**src/verilog/cpu_pkg.sv**
```systemverilog
package cpu_pkg;

    // Instruction word from the top: opcode, X, Y, Z
    localparam int OPC_BITS = 4;
    localparam int REG_BITS = 3;    // Each field adds one indirect flag above this

    localparam logic [OPC_BITS-1:0] OP_MOV  = 4'h0;
    localparam logic [OPC_BITS-1:0] OP_ADD  = 4'h1;
    localparam logic [OPC_BITS-1:0] OP_SUB  = 4'h2;
    localparam logic [OPC_BITS-1:0] OP_MUL  = 4'h3;
    localparam logic [OPC_BITS-1:0] OP_DIV  = 4'h4;
    localparam logic [OPC_BITS-1:0] OP_IN   = 4'h7;
    localparam logic [OPC_BITS-1:0] OP_OUT  = 4'h8;
    localparam logic [OPC_BITS-1:0] OP_STOP = 4'hF;

    // Outer phases of the sequencer
    localparam logic [1:0] PH_FETCH   = 2'd0;
    localparam logic [1:0] PH_OPERAND = 2'd1;
    localparam logic [1:0] PH_EXEC    = 2'd2;

    localparam int PROG_START = 8;  // First instruction word
    localparam int REG_COUNT  = 8;  // Words 0 to 7 serve as registers

    localparam logic [1:0] ALU_ADD = 2'd0;
    localparam logic [1:0] ALU_SUB = 2'd1;
    localparam logic [1:0] ALU_MUL = 2'd2;
    localparam logic [1:0] ALU_DIV = 2'd3;

    // Operand slots read by each opcode, bit 2 is X and bit 0 is Z
    // MOV keeps its Z field as a condition, so Z is not read
    function automatic logic [2:0] op_uses(input logic [OPC_BITS-1:0] opc);
        case (opc)
            OP_MOV:                         op_uses = 3'b110;
            OP_ADD, OP_SUB, OP_MUL, OP_DIV: op_uses = 3'b111;
            OP_IN:                          op_uses = 3'b100;  // Destination only
            OP_OUT:                         op_uses = 3'b100;
            default:                        op_uses = 3'b000;
        endcase
    endfunction

endpackage

```
**src/verilog/cpu_alu.sv**
```systemverilog
`timescale 1ns/10ps

module cpu_alu #(
    parameter int DATA_WIDTH = 16
) (
    input  logic [DATA_WIDTH-1:0] a,
    input  logic [DATA_WIDTH-1:0] b,
    input  logic [1:0]            op,
    output logic [DATA_WIDTH-1:0] f
);

    always_comb begin
        case (op)
            cpu_pkg::ALU_ADD: f = a + b;    // Wraps
            cpu_pkg::ALU_SUB: f = a - b;
            cpu_pkg::ALU_MUL: f = a * b;    // Low half of the product
            cpu_pkg::ALU_DIV: begin
                // Unsigned, zero divisor gives all ones
                if (b == '0)
                    f = '1;
                else
                    f = a / b;
            end
        endcase
    end

endmodule

```
**src/verilog/cpu_datapath.sv**
```systemverilog
`timescale 1ns/10ps

module cpu_datapath #(
    parameter int ADDR_WIDTH = 6,
    parameter int DATA_WIDTH = 16
) (
    input  logic                  clk,
    input  logic                  rst_n,
    input  logic [DATA_WIDTH-1:0] mem,
    input  logic [DATA_WIDTH-1:0] in,
    input  logic                  mar_from_pc,
    input  logic                  mar_from_field,
    input  logic                  mar_from_mdr,
    input  logic                  mar_ld,
    input  logic                  bus_issue,
    input  logic                  mdr_ld,
    input  logic                  ir_ld,
    input  logic                  pc_inc,
    input  logic                  dest_from_field,
    input  logic                  dest_from_mdr,
    input  logic                  opnd_ld,
    input  logic                  write_en,
    input  logic                  out_ld,
    input  logic                  halt,
    input  logic [1:0]            opnd_sel,
    output logic [DATA_WIDTH-1:0] ir,
    output logic [ADDR_WIDTH-1:0] addr,
    output logic [ADDR_WIDTH-1:0] pc,
    output logic [DATA_WIDTH-1:0] data,
    output logic [DATA_WIDTH-1:0] out,
    output logic                  we,
    output logic                  status
);

    localparam int FIELD_BITS    = cpu_pkg::REG_BITS + 1;
    localparam int OPC_LSB       = 3 * FIELD_BITS;
    localparam int REG_ADDR_BITS = $clog2(cpu_pkg::REG_COUNT);

    logic [ADDR_WIDTH-1:0]        mar;
    logic [ADDR_WIDTH-1:0]        dest;     // Address of X, direct or via pointer
    logic [DATA_WIDTH-1:0]        mdr;
    logic [DATA_WIDTH-1:0]        x_val;
    logic [DATA_WIDTH-1:0]        y_val;
    logic [DATA_WIDTH-1:0]        z_val;
    logic [cpu_pkg::OPC_BITS-1:0] opc;
    logic [cpu_pkg::REG_BITS-1:0] sel_reg;
    logic [ADDR_WIDTH-1:0]        reg_addr;
    logic [ADDR_WIDTH-1:0]        ptr;
    logic [1:0]                   alu_op;
    logic [DATA_WIDTH-1:0]        alu_f;
    logic [DATA_WIDTH-1:0]        wr_data;

    assign opc      = ir[OPC_LSB +: cpu_pkg::OPC_BITS];
    assign reg_addr = ADDR_WIDTH'(sel_reg[REG_ADDR_BITS-1:0]);
    assign ptr      = mdr[ADDR_WIDTH-1:0];

    // Register number of the slot the sequencer is working on
    always_comb begin
        case (opnd_sel)
            2'd0:    sel_reg = ir[2*FIELD_BITS +: cpu_pkg::REG_BITS];
            2'd1:    sel_reg = ir[FIELD_BITS +: cpu_pkg::REG_BITS];
            default: sel_reg = ir[0 +: cpu_pkg::REG_BITS];
        endcase
    end

    always_comb begin
        case (opc)
            cpu_pkg::OP_SUB: alu_op = cpu_pkg::ALU_SUB;
            cpu_pkg::OP_MUL: alu_op = cpu_pkg::ALU_MUL;
            cpu_pkg::OP_DIV: alu_op = cpu_pkg::ALU_DIV;
            default:         alu_op = cpu_pkg::ALU_ADD;
        endcase
    end

    always_comb begin
        case (opc)
            cpu_pkg::OP_ADD, cpu_pkg::OP_SUB,
            cpu_pkg::OP_MUL, cpu_pkg::OP_DIV: wr_data = alu_f;
            cpu_pkg::OP_IN:                   wr_data = in;
            default:                          wr_data = y_val;   // MOV
        endcase
    end

    cpu_alu #(
        .DATA_WIDTH(DATA_WIDTH)
    ) alu_i (
        .a(y_val),
        .b(z_val),
        .op(alu_op),
        .f(alu_f)
    );

    always_ff @(posedge clk or negedge rst_n) begin
        if (!rst_n) begin
            pc     <= ADDR_WIDTH'(cpu_pkg::PROG_START);
            ir     <= '0;
            addr   <= '0;
            we     <= 1'b0;
            out    <= '0;
            status <= 1'b0;
        end else begin
            if (pc_inc)
                pc <= pc + 1'b1;
            if (ir_ld)
                ir <= mdr;
            if (bus_issue)
                addr <= mar;            // Read address
            else if (write_en)
                addr <= dest;
            we <= write_en;             // High only in the cycle after the strobe
            if (out_ld)
                out <= x_val;
            if (halt)
                status <= 1'b1;         // Sticky until reset
        end
    end

    always_ff @(posedge clk) begin
        if (mar_ld) begin
            if (mar_from_pc)
                mar <= pc;
            else if (mar_from_field)
                mar <= reg_addr;
            else if (mar_from_mdr)
                mar <= ptr;
        end
        if (mdr_ld)
            mdr <= mem;                 // Memory answers in the same cycle
        if (opnd_ld) begin
            case (opnd_sel)
                2'd0:    x_val <= mdr;
                2'd1:    y_val <= mdr;
                default: z_val <= mdr;
            endcase
        end
        if (dest_from_field)
            dest <= reg_addr;
        else if (dest_from_mdr)
            dest <= ptr;
        if (write_en)
            data <= wr_data;
    end

endmodule

```
**src/verilog/cpu_sequencer.sv**
```systemverilog
`timescale 1ns/10ps

module cpu_sequencer #(
    parameter int DATA_WIDTH = 16
) (
    input  logic                  clk,
    input  logic                  rst_n,
    input  logic [DATA_WIDTH-1:0] ir,
    output logic                  mar_from_pc,
    output logic                  mar_from_field,
    output logic                  mar_from_mdr,
    output logic                  mar_ld,
    output logic                  bus_issue,
    output logic                  mdr_ld,
    output logic                  ir_ld,
    output logic                  pc_inc,
    output logic                  dest_from_field,
    output logic                  dest_from_mdr,
    output logic                  opnd_ld,
    output logic                  write_en,
    output logic                  out_ld,
    output logic                  halt,
    output logic [1:0]            opnd_sel
);

    localparam int FIELD_BITS = cpu_pkg::REG_BITS + 1;
    localparam int OPC_LSB    = 3 * FIELD_BITS;

    localparam logic [1:0] SLOT_X    = 2'd0;
    localparam logic [1:0] SLOT_DONE = 2'd3;  // Closing cycle of the operand phase

    logic [1:0] phase, phase_next;
    logic [1:0] fetch_step, fetch_step_next;
    logic [2:0] opnd_step, opnd_step_next;    // 0..3 direct, 4..6 through pointer
    logic [1:0] slot, slot_next;
    logic       exec_step, exec_step_next;

    logic [cpu_pkg::OPC_BITS-1:0] opc;
    logic [FIELD_BITS-1:0]        field;
    logic [2:0]                   uses;
    logic [3:0]                   slot_mask;
    logic                         slot_used;
    logic                         slot_ind;
    logic                         z_zero;

    assign opc       = ir[OPC_LSB +: cpu_pkg::OPC_BITS];
    assign uses      = cpu_pkg::op_uses(opc);
    assign slot_mask = {1'b0, uses[0], uses[1], uses[2]};  // Indexed by slot
    assign slot_used = slot_mask[slot];
    assign slot_ind  = field[FIELD_BITS-1];
    assign z_zero    = (ir[0 +: FIELD_BITS] == '0);   // MOV condition
    assign opnd_sel  = slot;

    // Field of the slot being read
    always_comb begin
        case (slot)
            2'd0:    field = ir[2*FIELD_BITS +: FIELD_BITS];
            2'd1:    field = ir[FIELD_BITS +: FIELD_BITS];
            default: field = ir[0 +: FIELD_BITS];
        endcase
    end

    always_ff @(posedge clk or negedge rst_n) begin
        if (!rst_n) begin
            phase      <= cpu_pkg::PH_FETCH;
            fetch_step <= 2'd0;
            opnd_step  <= 3'd0;
            slot       <= SLOT_X;
            exec_step  <= 1'b0;
        end else begin
            phase      <= phase_next;
            fetch_step <= fetch_step_next;
            opnd_step  <= opnd_step_next;
            slot       <= slot_next;
            exec_step  <= exec_step_next;
        end
    end

    always_comb begin
        phase_next      = phase;
        fetch_step_next = fetch_step;
        opnd_step_next  = opnd_step;
        slot_next       = slot;
        exec_step_next  = exec_step;

        mar_from_pc     = 1'b0;
        mar_from_field  = 1'b0;
        mar_from_mdr    = 1'b0;
        mar_ld          = 1'b0;
        bus_issue       = 1'b0;
        mdr_ld          = 1'b0;
        ir_ld           = 1'b0;
        pc_inc          = 1'b0;
        dest_from_field = 1'b0;
        dest_from_mdr   = 1'b0;
        opnd_ld         = 1'b0;
        write_en        = 1'b0;
        out_ld          = 1'b0;
        halt            = 1'b0;

        case (phase)
            cpu_pkg::PH_FETCH: begin
                fetch_step_next = fetch_step + 2'd1;   // Wraps to 0 after the IR load
                case (fetch_step)
                    2'd0: begin
                        mar_from_pc = 1'b1;
                        mar_ld      = 1'b1;
                    end
                    2'd1:    bus_issue = 1'b1;
                    2'd2:    mdr_ld    = 1'b1;
                    default: begin
                        ir_ld      = 1'b1;
                        pc_inc     = 1'b1;
                        phase_next = cpu_pkg::PH_OPERAND;
                    end
                endcase
            end

            cpu_pkg::PH_OPERAND: begin
                if (slot == SLOT_DONE) begin
                    slot_next  = SLOT_X;
                    phase_next = cpu_pkg::PH_EXEC;
                end else if (!slot_used) begin
                    slot_next = slot + 2'd1;           // One idle cycle per unused slot
                end else begin
                    opnd_step_next = opnd_step + 3'd1;
                    case (opnd_step)
                        3'd0: begin
                            mar_from_field = 1'b1;
                            mar_ld         = 1'b1;
                        end
                        3'd1, 3'd4: bus_issue = 1'b1;
                        3'd2, 3'd5: mdr_ld    = 1'b1;
                        3'd3: begin
                            if (slot_ind) begin
                                // MDR holds a pointer, read again through it
                                mar_from_mdr  = 1'b1;
                                mar_ld        = 1'b1;
                                dest_from_mdr = (slot == SLOT_X);
                            end else begin
                                opnd_ld         = 1'b1;
                                dest_from_field = (slot == SLOT_X);
                                opnd_step_next  = 3'd0;
                                slot_next       = slot + 2'd1;
                            end
                        end
                        default: begin
                            opnd_ld        = 1'b1;   // Value behind the pointer
                            opnd_step_next = 3'd0;
                            slot_next      = slot + 2'd1;
                        end
                    endcase
                end
            end

            cpu_pkg::PH_EXEC: begin
                if (!exec_step) begin
                    exec_step_next = 1'b1;
                    case (opc)
                        cpu_pkg::OP_MOV: write_en = z_zero;
                        cpu_pkg::OP_ADD, cpu_pkg::OP_SUB,
                        cpu_pkg::OP_MUL, cpu_pkg::OP_DIV,
                        cpu_pkg::OP_IN:  write_en = 1'b1;
                        cpu_pkg::OP_OUT: out_ld   = 1'b1;
                        cpu_pkg::OP_STOP: begin
                            halt           = 1'b1;   // Parked here for good
                            exec_step_next = 1'b0;
                        end
                        default: ;
                    endcase
                end else begin
                    // Bus write happens now, then back to fetch
                    exec_step_next = 1'b0;
                    phase_next     = cpu_pkg::PH_FETCH;
                end
            end

            default: phase_next = cpu_pkg::PH_FETCH;
        endcase
    end

endmodule

```
**src/verilog/cpu.sv**
```systemverilog
`timescale 1ns/10ps

module cpu #(
    parameter int ADDR_WIDTH = 6,
    parameter int DATA_WIDTH = 16     // At least 16, one instruction per word
) (
    input  logic                  clk,
    input  logic                  rst_n,
    input  logic [DATA_WIDTH-1:0] mem,
    input  logic [DATA_WIDTH-1:0] in,
    output logic                  status,
    output logic                  we,
    output logic [ADDR_WIDTH-1:0] addr,
    output logic [DATA_WIDTH-1:0] data,
    output logic [DATA_WIDTH-1:0] out,
    output logic [ADDR_WIDTH-1:0] pc
);

    logic [DATA_WIDTH-1:0] ir;
    logic                  mar_from_pc;
    logic                  mar_from_field;
    logic                  mar_from_mdr;
    logic                  mar_ld;
    logic                  bus_issue;
    logic                  mdr_ld;
    logic                  ir_ld;
    logic                  pc_inc;
    logic                  dest_from_field;
    logic                  dest_from_mdr;
    logic                  opnd_ld;
    logic                  write_en;
    logic                  out_ld;
    logic                  halt;
    logic [1:0]            opnd_sel;

    cpu_sequencer #(
        .DATA_WIDTH(DATA_WIDTH)
    ) seq_i (
        .clk(clk), .rst_n(rst_n), .ir(ir),
        .mar_from_pc(mar_from_pc), .mar_from_field(mar_from_field),
        .mar_from_mdr(mar_from_mdr), .mar_ld(mar_ld),
        .bus_issue(bus_issue), .mdr_ld(mdr_ld), .ir_ld(ir_ld), .pc_inc(pc_inc),
        .dest_from_field(dest_from_field), .dest_from_mdr(dest_from_mdr),
        .opnd_ld(opnd_ld), .write_en(write_en), .out_ld(out_ld), .halt(halt),
        .opnd_sel(opnd_sel)
    );

    cpu_datapath #(
        .ADDR_WIDTH(ADDR_WIDTH),
        .DATA_WIDTH(DATA_WIDTH)
    ) dp_i (
        .clk(clk), .rst_n(rst_n), .mem(mem), .in(in),
        .mar_from_pc(mar_from_pc), .mar_from_field(mar_from_field),
        .mar_from_mdr(mar_from_mdr), .mar_ld(mar_ld),
        .bus_issue(bus_issue), .mdr_ld(mdr_ld), .ir_ld(ir_ld), .pc_inc(pc_inc),
        .dest_from_field(dest_from_field), .dest_from_mdr(dest_from_mdr),
        .opnd_ld(opnd_ld), .write_en(write_en), .out_ld(out_ld), .halt(halt),
        .opnd_sel(opnd_sel),
        .ir(ir), .addr(addr), .pc(pc), .data(data), .out(out),
        .we(we), .status(status)
    );

endmodule

```
**config.mk**
```make
export PLATFORM = sky130hd
export DESIGN_NAME = cpu
export DESIGN_NICKNAME = d
export VERILOG_FILES = /design/src/verilog/cpu_pkg.sv /design/src/verilog/cpu_alu.sv /design/src/verilog/cpu_datapath.sv /design/src/verilog/cpu_sequencer.sv /design/src/verilog/cpu.sv
export SDC_FILE = /design/constraint.sdc
export NUM_CORES = 1
export LEC_CHECK = 0
export BUFFER_PORTS_ARGS = -buffer_cell sky130_fd_sc_hd__buf_2
export CORE_ASPECT_RATIO = 1.75
export CORE_MARGIN = 2
export CORE_UTILIZATION = 35
export CTS_CLUSTER_DIAMETER = 80
export CTS_CLUSTER_SIZE = 16
export DETAILED_ROUTE_END_ITERATION = 16
export PLACE_DENSITY = 0.56
export SETUP_SLACK_MARGIN = 0.2
export SLEW_MARGIN = 15
export SYNTH_ARGS = -nofsm -noshare
export SYNTH_HDL_FRONTEND = slang
export SYNTH_SLANG_ARGS = --single-unit
```
**constraint.sdc**
```tcl
create_clock -name clk -period 26.9 [get_ports clk]
set_clock_uncertainty 0.15 [all_clocks]
set_input_delay 5.38 -clock clk [delete_from_list [all_inputs] [get_ports clk]]
set_output_delay 5.38 -clock clk [all_outputs]
set_load 0.02 [all_outputs]
```
Word-level counts from Yosys, hierarchy flattened
Cells that the tools add are included.
{"block": "totals", "in_bits": 34, "word_cells": 161, "regBits": 148}
{"block": "op_classes", "div_mod_pow": 1, "mux": 79, "reduce_logical": 26, "bitwise_logic": 2, "n_mul": 1, "order_cmp": 1, "addsub": 6, "n_eq_ne": 26}
{"cell": "16-bit one-hot mux with 4 select lines", "count": 1}
{"cell": "1-bit 2-to-1 mux", "count": 48}
{"cell": "16-bit one-hot mux with 2 select lines", "count": 1}
{"cell": "6-bit 2-to-1 mux", "count": 5}
{"cell": "16-bit adder", "count": 1}
{"cell": "16-bit by 16-bit divider with 16-bit output", "count": 1}
{"cell": "16-bit zero test", "count": 1}
{"cell": "16-bit by 16-bit multiplier with 16-bit output", "count": 1}
{"cell": "16-bit 2-to-1 mux", "count": 1}
{"cell": "16-bit subtractor", "count": 1}
{"cell": "2-bit 2-to-1 mux", "count": 6}
{"cell": "1-bit one-hot mux with 2 select lines", "count": 6}
{"cell": "2-bit one-hot mux with 3 select lines", "count": 2}
{"cell": "3-bit one-hot mux with 2 select lines", "count": 2}
{"cell": "2-bit == test (second input constant)", "count": 5}
{"cell": "5-bit OR reduction", "count": 2}
{"cell": "3-bit 2-to-1 mux", "count": 3}
{"cell": "3-bit one-hot mux with 3 select lines", "count": 1}
{"cell": "3-bit AND reduction", "count": 3}
{"cell": "2-bit by 1-bit == test with 1-bit output (second input constant)", "count": 4}
{"cell": "4-bit by 2-bit == test with 1-bit output (second input constant)", "count": 2}
{"cell": "4-bit by 3-bit == test with 1-bit output (second input constant)", "count": 2}
{"cell": "4-bit == test (second input constant)", "count": 2}
{"cell": "2-bit zero test", "count": 4}
{"cell": "24 further kinds", "count": 37}

Depth between registers and ports, before layout
Gate-level depths: netlist of the first run.
{"block": "depth", "depth_word": 11, "mapped_depth": 134, "depth_no_buf": 123}

Cells and area by module
A second synthesis of the first run with hierarchy kept.
{"block": "hier_totals", "cells_unflattened": 2102, "hier_area_um2": 18469.0}
{"module": "cpu_alu", "instances": 1, "cells_each": 1684, "area_per_inst_um2": 12370.6}
{"module": "cpu_datapath", "instances": 1, "cells_each": 308, "area_per_inst_um2": 5158.7}
{"module": "cpu_sequencer", "instances": 1, "cells_each": 110, "area_per_inst_um2": 939.7}

Worst setup path before layout of the first run
OpenSTA, ideal clock, no wires.
{"block": "synth_timing", "path_type": "reg2reg", "startpoint": "register dp_i.z_val[0]", "endpoint": "register dp_i.data[0], data pin", "path_stages_with_launch": 122, "arrival_time_ns": 26.938, "n_path_buf": 9, "path_slack_ns": -0.450, "path_cell_list": "edfxtp_1 clkbuf_1 inv_1 ha_1 and3_1 a311oi_1 a211oi_2 ha_1 o21ai_0 nand2b_1 nand3_1 nor3b_1 a21o_1 ha_1 nor2_1 a211oi_1 nand2_1 a21o_1 [... 86 more ...] nor2_1 o21ai_0 a41oi_1 a21oi_1 o21a_1 o31ai_1 clkbuf_1 nor2_1 a221o_1 ha_1 a21o_1 a21o_1 a21oi_1 nor2b_1 o21ai_0 nand2_1 a21oi_1 o21ai_0"}
{"block": "synth_between", "elab_chain_cells": 4}
{"item": "from (decl)", "line": "cpu_datapath.sv:44", "text": "logic [DATA_WIDTH-1:0] z_val;"}
{"item": "from (signal assigned)", "line": "cpu_datapath.sv:133", "text": "default: z_val <= mdr;"}
{"item": "16-bit by 16-bit divider with 16-bit output or 16-bit zero test (tied branches)", "line": "cpu_alu.sv:22, cpu_alu.sv:19"}
{"item": "16-bit 2-to-1 mux", "line": "cpu_alu.sv:19", "text": "if (b == '0)"}
{"item": "16-bit one-hot mux with 4 select lines *", "line": "cpu_alu.sv:13", "text": "case (op)"}
{"item": "16-bit one-hot mux with 2 select lines *", "line": "cpu_datapath.sv:76", "text": "case (opc)"}
{"item": "named net dp_i.wr_data[0]", "line": "cpu_datapath.sv:51", "text": "logic [DATA_WIDTH-1:0] wr_data;"}
{"item": "to (signal assigned)", "line": "cpu_datapath.sv:141", "text": "data <= wr_data;"}
{"item": "to (decl)", "line": "cpu_datapath.sv:29", "text": "output logic [DATA_WIDTH-1:0] data,"}
The timed path passes the listed nets; every way through them passes the cells marked *.
A chain may end at the register's enable or synchronous reset.

Worst setup path after layout of the first run
{"block": "layout_timing", "startpoint": "register dp_i.z_val[15]", "endpoint": "register dp_i.data[0], data pin"}
{"block": "layout_between", "elab_chain_cells": 4}
{"item": "16-bit by 16-bit divider with 16-bit output or 16-bit zero test (tied branches)", "line": "cpu_alu.sv:22, cpu_alu.sv:19"}
{"item": "16-bit 2-to-1 mux *", "line": "cpu_alu.sv:19"}
{"item": "16-bit one-hot mux with 4 select lines *", "line": "cpu_alu.sv:13"}
{"item": "16-bit one-hot mux with 2 select lines *", "line": "cpu_datapath.sv:76"}
{"item": "named net dp_i.wr_data[0]", "line": "cpu_datapath.sv:51"}
Marks and branches as above.

==> flow_metrics.env, run 1 <==
export IMPL_status="finished, final reports clean"
export IMPL_clk_latency_ns=0.43
export IMPL_relSlewSlack_pct=20.2
export IMPL_cp_arrival_ns=25.69
export IMPL_p_leak_nw=9.57
export IMPL_row_count=109
export IMPL_antenna_found_initial=0
export IMPL_cts_tree="done"
export IMPL_tns_ns=0
export IMPL_switching_share_pct=49.4
export IMPL_die_h_um=302
export IMPL_end_kind="flop"
export IMPL_io_buffers=79
export IMPL_synth_edff_count=89
export IMPL_synth_flop_cell="edfxtp_1"
export IMPL_drive_gt1_share_pct=22.9
export IMPL_dr_total_vias=16341
export IMPL_slowest_delay_ns=0.63
export IMPL_fin_crit_sh_pct=95.4
export IMPL_io_pins=80
export IMPL_path_clk_slew_ns=0.06
export IMPL_detail_route_antenna_nets=0
export IMPL_hold_viol=0
export IMPL_cts_inserted_buffers=17
export IMPL_syn_inst=2033
export IMPL_antenna_diode_count=0
export IMPL_nets=2576
export IMPL_period_needed_ns=25.66
export IMPL_cap_violations=0
export IMPL_p_clk_share_pct=11.5
export IMPL_layout_cells_non_filler=2921
export IMPL_async_reset_ff_share_pct=37.8
export IMPL_die_w_um=174
export IMPL_area_growth_pct=21.3
export IMPL_worst_path_dominant_cell_family="compound AO/OA/AOI/OAI gates"
export IMPL_drc_errors=0
export IMPL_start_util_pct=35.3
export IMPL_setup_slack_ns=1.24
export IMPL_syn_nets=2367
export IMPL_dr_pass1_iters=5
export IMPL_worst_ir_drop_vdd_mv=0.108
export IMPL_hold_path_class="flop to flop"
export IMPL_grt_pass1_wl_um=99300
export IMPL_cts_path_max_buffers=2
export IMPL_rr_worst_depth=122
export IMPL_yosysSeqAreaShare_pct=23.3
export IMPL_dp_worst_setup_slack_ns=-1.13
export IMPL_cts_root_buf="clkbuf_16"
export IMPL_setup_viol=0
export IMPL_grt_max_degree=57
export IMPL_drt_first_iter_violations=774
export IMPL_r2r_end="dp_i.data[0]"
export IMPL_hpwl_um=51600
export IMPL_crit_slowest_cell="or4_4"
export IMPL_cp_common_cell="ha_1"
export IMPL_core_um2=50300
export IMPL_crit_required_ns=26.93
export IMPL_synth_area_per_cell_um2=8.74
export IMPL_r2r_slack_ns=1.24
export IMPL_synth_warnings=0
export IMPL_wl_per_cell_um=22.6
export IMPL_synth_cell_area_um2=17800
export IMPL_worstMarginPinSlew_ns=1.19
export IMPL_internal_power_mw=0.986
export IMPL_ys_seq_elements=148
export IMPL_grtUsageTotal_pct=25.0
export IMPL_switching_power_mw=0.964
export IMPL_die_area_um2=52600
export IMPL_path_max_fanout=19
export IMPL_path_buf_inv=13
export IMPL_min_delay_start="dp_i.dest[4]"
export IMPL_grt_pass1_vias=17043
export IMPL_crit_type="flop to flop"
export IMPL_hold_path_end="dp_i.addr[4]"
export IMPL_dpl_cell_count=2838
export IMPL_grt_overflow=0
export IMPL_fmax_mhz=39.0
export IMPL_hold_path_depth=2
export IMPL_ys_types=90
export IMPL_ctsHoldBuffers=0
export IMPL_p_seq_share_pct=18.8
export IMPL_cts_sinks=148
export IMPL_report_final_slew_viol_count=0
export IMPL_r2r_start="dp_i.z_val[15]"
export IMPL_vias_per_cell=5.59
export IMPL_fin_util_pct=42.8
export IMPL_p_comb_share_pct=69.7
export IMPL_globalplace_congestion=0.977
export IMPL_drt_total_wl_um=66100
export IMPL_h_tree_depth=4
export IMPL_cp_start_kind="flop"
export IMPL_power_density_nw_per_um2=90.5
-- worst register-to-register path: cells and delay by family (launching register included) --
family,cells,cell delay [ns]
simple gates,40,6.99
buf+inv,13,2.13
flops,1,0.42
compound gates,50,10.29
mux,4,1.15
fa+ha+maj,15,4.29
-- per-stage QoR --
stage | hold WS, ns | total power [mW] | area [µm²]
after floorplan | 0.263 | 1.25 | 17800
after global placement | 0.285 | 1.66 | 19800
after detailed placement | 0.291 | 1.67 | 19800
after CTS | 0.295 | 1.91 | 20500
after global routing | 0.331 | 2.11 | 21500
final | 0.291 | 1.95 | 21500
-- state kept, by name, indices dropped and copies added (netlist names), 3 cells and up --
signal / flops
dp_i.mdr: 16
dp_i.addr: 6
dp_i.mar: 6
dp_i.ir: 16
dp_i.data: 16
dp_i.y_val: 16
dp_i.out: 16
dp_i.pc: 6
dp_i.x_val: 16
dp_i.dest: 6
dp_i.z_val: 16
seq_i.opnd_step: 3
-- final cells by class --
type,instances,area [µm²]
clock buffers,19,433
fillers,4933,28800
inverters,168,634
clock inverters,13,119
repair buffers,262,1830
multi-input cells,1645,13600
flip-flops and latches,148,4140
well taps,666,833
-- repair_timing --
action | CTS | global route
setup endpoints to repair | 2 | 2
hold endpoints to repair | 0 | 0
pin swaps | 6 | 55
gates cloned | 0 | 2
resized for setup | 35 | 149
buffers inserted | 5 | 44
-- cell usage in the layout, fill, tap and decap left out, types with 55 or more instances in the layout --
cell type / instances
a21oi_1: 92
buf_2: 79
buf_4: 176
dfrtp_1: 55
edfxtp_1: 89
fa_1: 81
ha_1: 208
inv_1: 163
nand2_1: 211
nor2_1: 150
o21ai_0: 79
xnor2_1: 111
-- per-layer routing --
layer / part of all wire, % / track usage [%] / vias up / wire, µm
met4: 9.4 / 19.4 / 0 / 6210
met1: 34 / 24.2 / 7877 / 22200
met2: 53 / 47.7 / 562 / 34700
met5: 0 / 0 / - / 0
li1: - / - / 7644 / -
met3: 4.5 / 3.23 / 258 / 2960
-- synthesized netlist by cell type (10+ instances only) --
cell | count | area share [%]
nand4_1 | 18 | 0.63
mux2i_1 | 19 | 1.1
nor3_1 | 48 | 1.4
nor2b_1 | 20 | 0.70
o31ai_1 | 17 | 0.72
a211oi_1 | 14 | 0.59
and3_1 | 15 | 0.53
and2_1 | 37 | 1.3
fa_1 | 81 | 9.1
a31oi_1 | 24 | 0.85
inv_1 | 165 | 3.5
nand3_1 | 37 | 1.0
nor4_1 | 11 | 0.39
o21bai_1 | 10 | 0.42
clkbuf_1 | 64 | 1.4
nand2b_1 | 15 | 0.53
o21ai_0 | 97 | 2.7
mux2_2 | 51 | 3.2
a21oi_1 | 113 | 3.2
dfrtp_1 | 55 | 7.7
edfxtp_1 | 89 | 15
a22oi_1 | 18 | 0.76
or2_2 | 15 | 0.53
xor2_1 | 32 | 1.6
nand2_1 | 220 | 4.6
xnor2_1 | 111 | 5.5
o211ai_1 | 19 | 0.80
ha_1 | 219 | 15
or3_1 | 21 | 0.74
nor2_1 | 158 | 3.3
a21o_1 | 49 | 2.1
o21a_1 | 34 | 1.4
-- cell families after synthesis --
| kind of cell | synth area share (%) |
|---|---|
| adders and majority gates | 24.6 |
| xor gates and xnor gates | 7.05 |
| and+or+nand+nor | 17.2 |
| DFF | 23.3 |
| muxes | 4.39 |
| buffers and inverters | 5.21 |
| AOI/OAI and AO/OA | 18.3 |
-- power groups by stage --
stage	sequential, mW	clock, mW	combinational, mW
floorplan	0.363	0	0.888
global placement	0.370	0	1.29
detailed placement	0.373	0	1.30
CTS	0.368	0.229	1.31
global route	0.375	0.237	1.49
finish	0.367	0.225	1.36
-- worst max path at each step --
stage,startpoint,to,cells after the start
after floorplan,dp_i.z_val[0],dp_i.data[0],121
after global routing,dp_i.z_val[10],dp_i.data[0],125
final,dp_i.z_val[15],dp_i.data[0],122
after global placement,dp_i.z_val[12],dp_i.data[0],126
after detailed placement,dp_i.z_val[12],dp_i.data[0],121
after CTS,dp_i.z_val[12],dp_i.data[0],123
Power figures use the tool's default switching activity.
==> inputs of run 2 (changes only) <==
--- a/config.mk
+++ b/config.mk
@@ -12,7 +12,7 @@
 export CTS_CLUSTER_DIAMETER = 80
 export CTS_CLUSTER_SIZE = 16
 export DETAILED_ROUTE_END_ITERATION = 16
-export PLACE_DENSITY = 0.56
+export PLACE_DENSITY_LB_ADDON = 0.12
 export SETUP_SLACK_MARGIN = 0.2
 export SLEW_MARGIN = 15
 export SYNTH_ARGS = -nofsm -noshare
==> run 2 against run 1 <==
- critical path type unchanged
- via count shrank 1.3%
- clock power grew 6%
- critical endpoint unchanged
- sequential power grew 1%
- combinational power is essentially flat
- non-clock buffer count shrank 7
==> flow_metrics.env, run 2 (synthesized netlist as in run 1, its figures left out) <==
export IMPL_row_count=109
export IMPL_nets=2568
export IMPL_final_cell_mix="214 x nand2_1, 203 x ha_1, 169 x buf_4"
export IMPL_drt_total_wl_um=67100
export IMPL_die_w_um=174
export IMPL_cts_inserted_buffers=17
export IMPL_worst_path_dominant_cell_family="compound AO/OA/AOI/OAI gates"
export IMPL_h_tree_depth=4
export IMPL_power_density_nw_per_um2=91.9
export IMPL_p_comb_share_pct=69.1
export IMPL_slowest_delay_ns=0.57
export IMPL_crit_type="flop to flop"
export IMPL_cp_common_cell="ha_1"
export IMPL_hold_viol=0
export IMPL_die_h_um=302
export IMPL_layout_cells_non_filler=2913
export IMPL_cts_sinks=148
export IMPL_hold_path_depth=2
export IMPL_io_pins=80
export IMPL_p_seq_share_pct=18.8
export IMPL_grt_max_degree=57
export IMPL_switching_share_pct=50.2
export IMPL_r2r_end="dp_i.data[0]"
export IMPL_vias_per_cell=5.54
export IMPL_end_kind="flop"
export IMPL_path_max_fanout=16
export IMPL_worst_ir_drop_vdd_mv=0.110
export IMPL_period_needed_ns=25.56
export IMPL_ctsHoldBuffers=0
export IMPL_hold_path_end="dp_i.addr[4]"
export IMPL_start_util_pct=35.3
export IMPL_detail_route_antenna_nets=0
export IMPL_grt_overflow=0
export IMPL_switching_power_mw=0.990
export IMPL_cp_arrival_ns=25.59
export IMPL_cap_violations=0
export IMPL_drive_gt1_share_pct=22.2
export IMPL_fin_crit_sh_pct=95.0
export IMPL_fmax_mhz=39.1
export IMPL_worstMarginPinSlew_ns=1.03
export IMPL_drt_first_iter_violations=747
export IMPL_die_area_um2=52600
export IMPL_dpl_cell_count=2830
export IMPL_internal_power_mw=0.982
export IMPL_p_clk_share_pct=12.1
export IMPL_report_final_slew_viol_count=0
export IMPL_cts_tree="done"
export IMPL_clk_latency_ns=0.44
export IMPL_antenna_diode_count=0
export IMPL_cts_path_max_buffers=2
export IMPL_path_buf_inv=12
export IMPL_tns_ns=0
export IMPL_p_leak_nw=9.50
export IMPL_status="finished, final reports clean"
export IMPL_io_buffers=79
export IMPL_grtUsageTotal_pct=25.3
export IMPL_layout_commonest_cell="nand2_1"
export IMPL_grt_pass1_vias=16968
export IMPL_drc_errors=0
export IMPL_path_clk_slew_ns=0.08
export IMPL_setup_viol=0
export IMPL_n_fill_cell=5073
export IMPL_crit_slowest_cell="or4_4"
export IMPL_place_area_um2=19700
export IMPL_antenna_found_initial=0
export IMPL_hpwl_um=52900
export IMPL_area_growth_pct=20.8
export IMPL_hold_slack_ns=0.276
export IMPL_grt_pass1_wl_um=99900
export IMPL_r2r_slack_ns=1.34
export IMPL_cp_start_kind="flop"
export IMPL_final_area_um2=21500
export IMPL_hold_path_class="flop to flop"
export IMPL_core_um2=50300
export IMPL_r2r_start="dp_i.y_val[4]"
export IMPL_crit_required_ns=26.94
export IMPL_cts_root_buf="clkbuf_16"
export IMPL_dr_pass1_iters=5
export IMPL_globalplace_congestion=0.965
export IMPL_rr_worst_depth=119
export IMPL_relSlewSlack_pct=31.0
export IMPL_dr_total_vias=16127
export IMPL_min_delay_start="dp_i.dest[4]"
export IMPL_wl_per_cell_um=23.0
## run 2: cell count changes in the layout (fill, tap and decap cells not counted), sizes merged
cell / previous run / this run
buf: 261 / 255
inv: 172 / 174
clkbuf: 20 / 17
a41o: 3 / 2
## run 2: metrics by stage
stage          util, %  total power [mW]  worst slack [ns]
2_1_floorplan        -              1.25             0.207
3_3_place_gp      39.1              1.67             -1.32
3_5_place_dp      39.1              1.68             -1.61
4_1_cts           40.8              1.93             0.206
5_1_grt           42.6              2.11           -0.0344
6_report          42.6              1.97              1.34
## run 2: final cells by class
type / instances / area [µm²] / share of cell area, %
clock inverter: 15 / 180 / 0.840
clock buffer: 17 / 425 / 1.98
inverter: 168 / 634 / 2.96
sequential: 148 / 4140 / 19.3
tap: 666 / 833 / 3.88
timing repair buffer: 255 / 1750 / 8.16
multi-input combinational: 1644 / 13500 / 62.9
## run 2: worst max-delay path by stage
stage | end | start | slack [ns] | depth (start not counted)
CTS | dp_i.data[0] | dp_i.y_val[4] | 0.21 | 123
floorplan | dp_i.data[0] | dp_i.z_val[0] | 0.21 | 121
global placement | dp_i.data[0] | dp_i.z_val[12] | -1.32 | 119
finish | dp_i.data[0] | dp_i.y_val[4] | 1.34 | 119
global route | dp_i.data[0] | dp_i.y_val[4] | -0.03 | 124
detailed placement | dp_i.data[0] | dp_i.y_val[4] | -1.61 | 118
## run 2: what timing repair did
item | 4_1_cts | 5_1_grt
setup buffers | 9 | 42
pin swaps | 5 | 52
resized for setup | 37 | 123
setup endpoints to repair | 2 | 2
## run 2: per-layer routing
metal	track usage [%]	vias to the layer above	share of wire (%)
met4	17.9	0	7.9
met5	0	-	0
li1	-	7619	-
met1	24.3	7888	34
met3	2.34	209	3.0
met2	50.0	411	55
## run 2: worst min-delay path, stage by stage, from the launching register on
cell     delay [ns]
dfxtp_1        0.31
nand2_1        0.05
nand2_1        0.04
## run 2: power by group through the flow
stage / Sequential (mW) / Clock (mW) / Combinational [mW]
floorplan: 0.363 / 0 / 0.888
global placement: 0.375 / 0 / 1.30
detailed placement: 0.376 / 0 / 1.30
CTS: 0.372 / 0.244 / 1.32
global route: 0.378 / 0.252 / 1.48
finish: 0.371 / 0.238 / 1.36
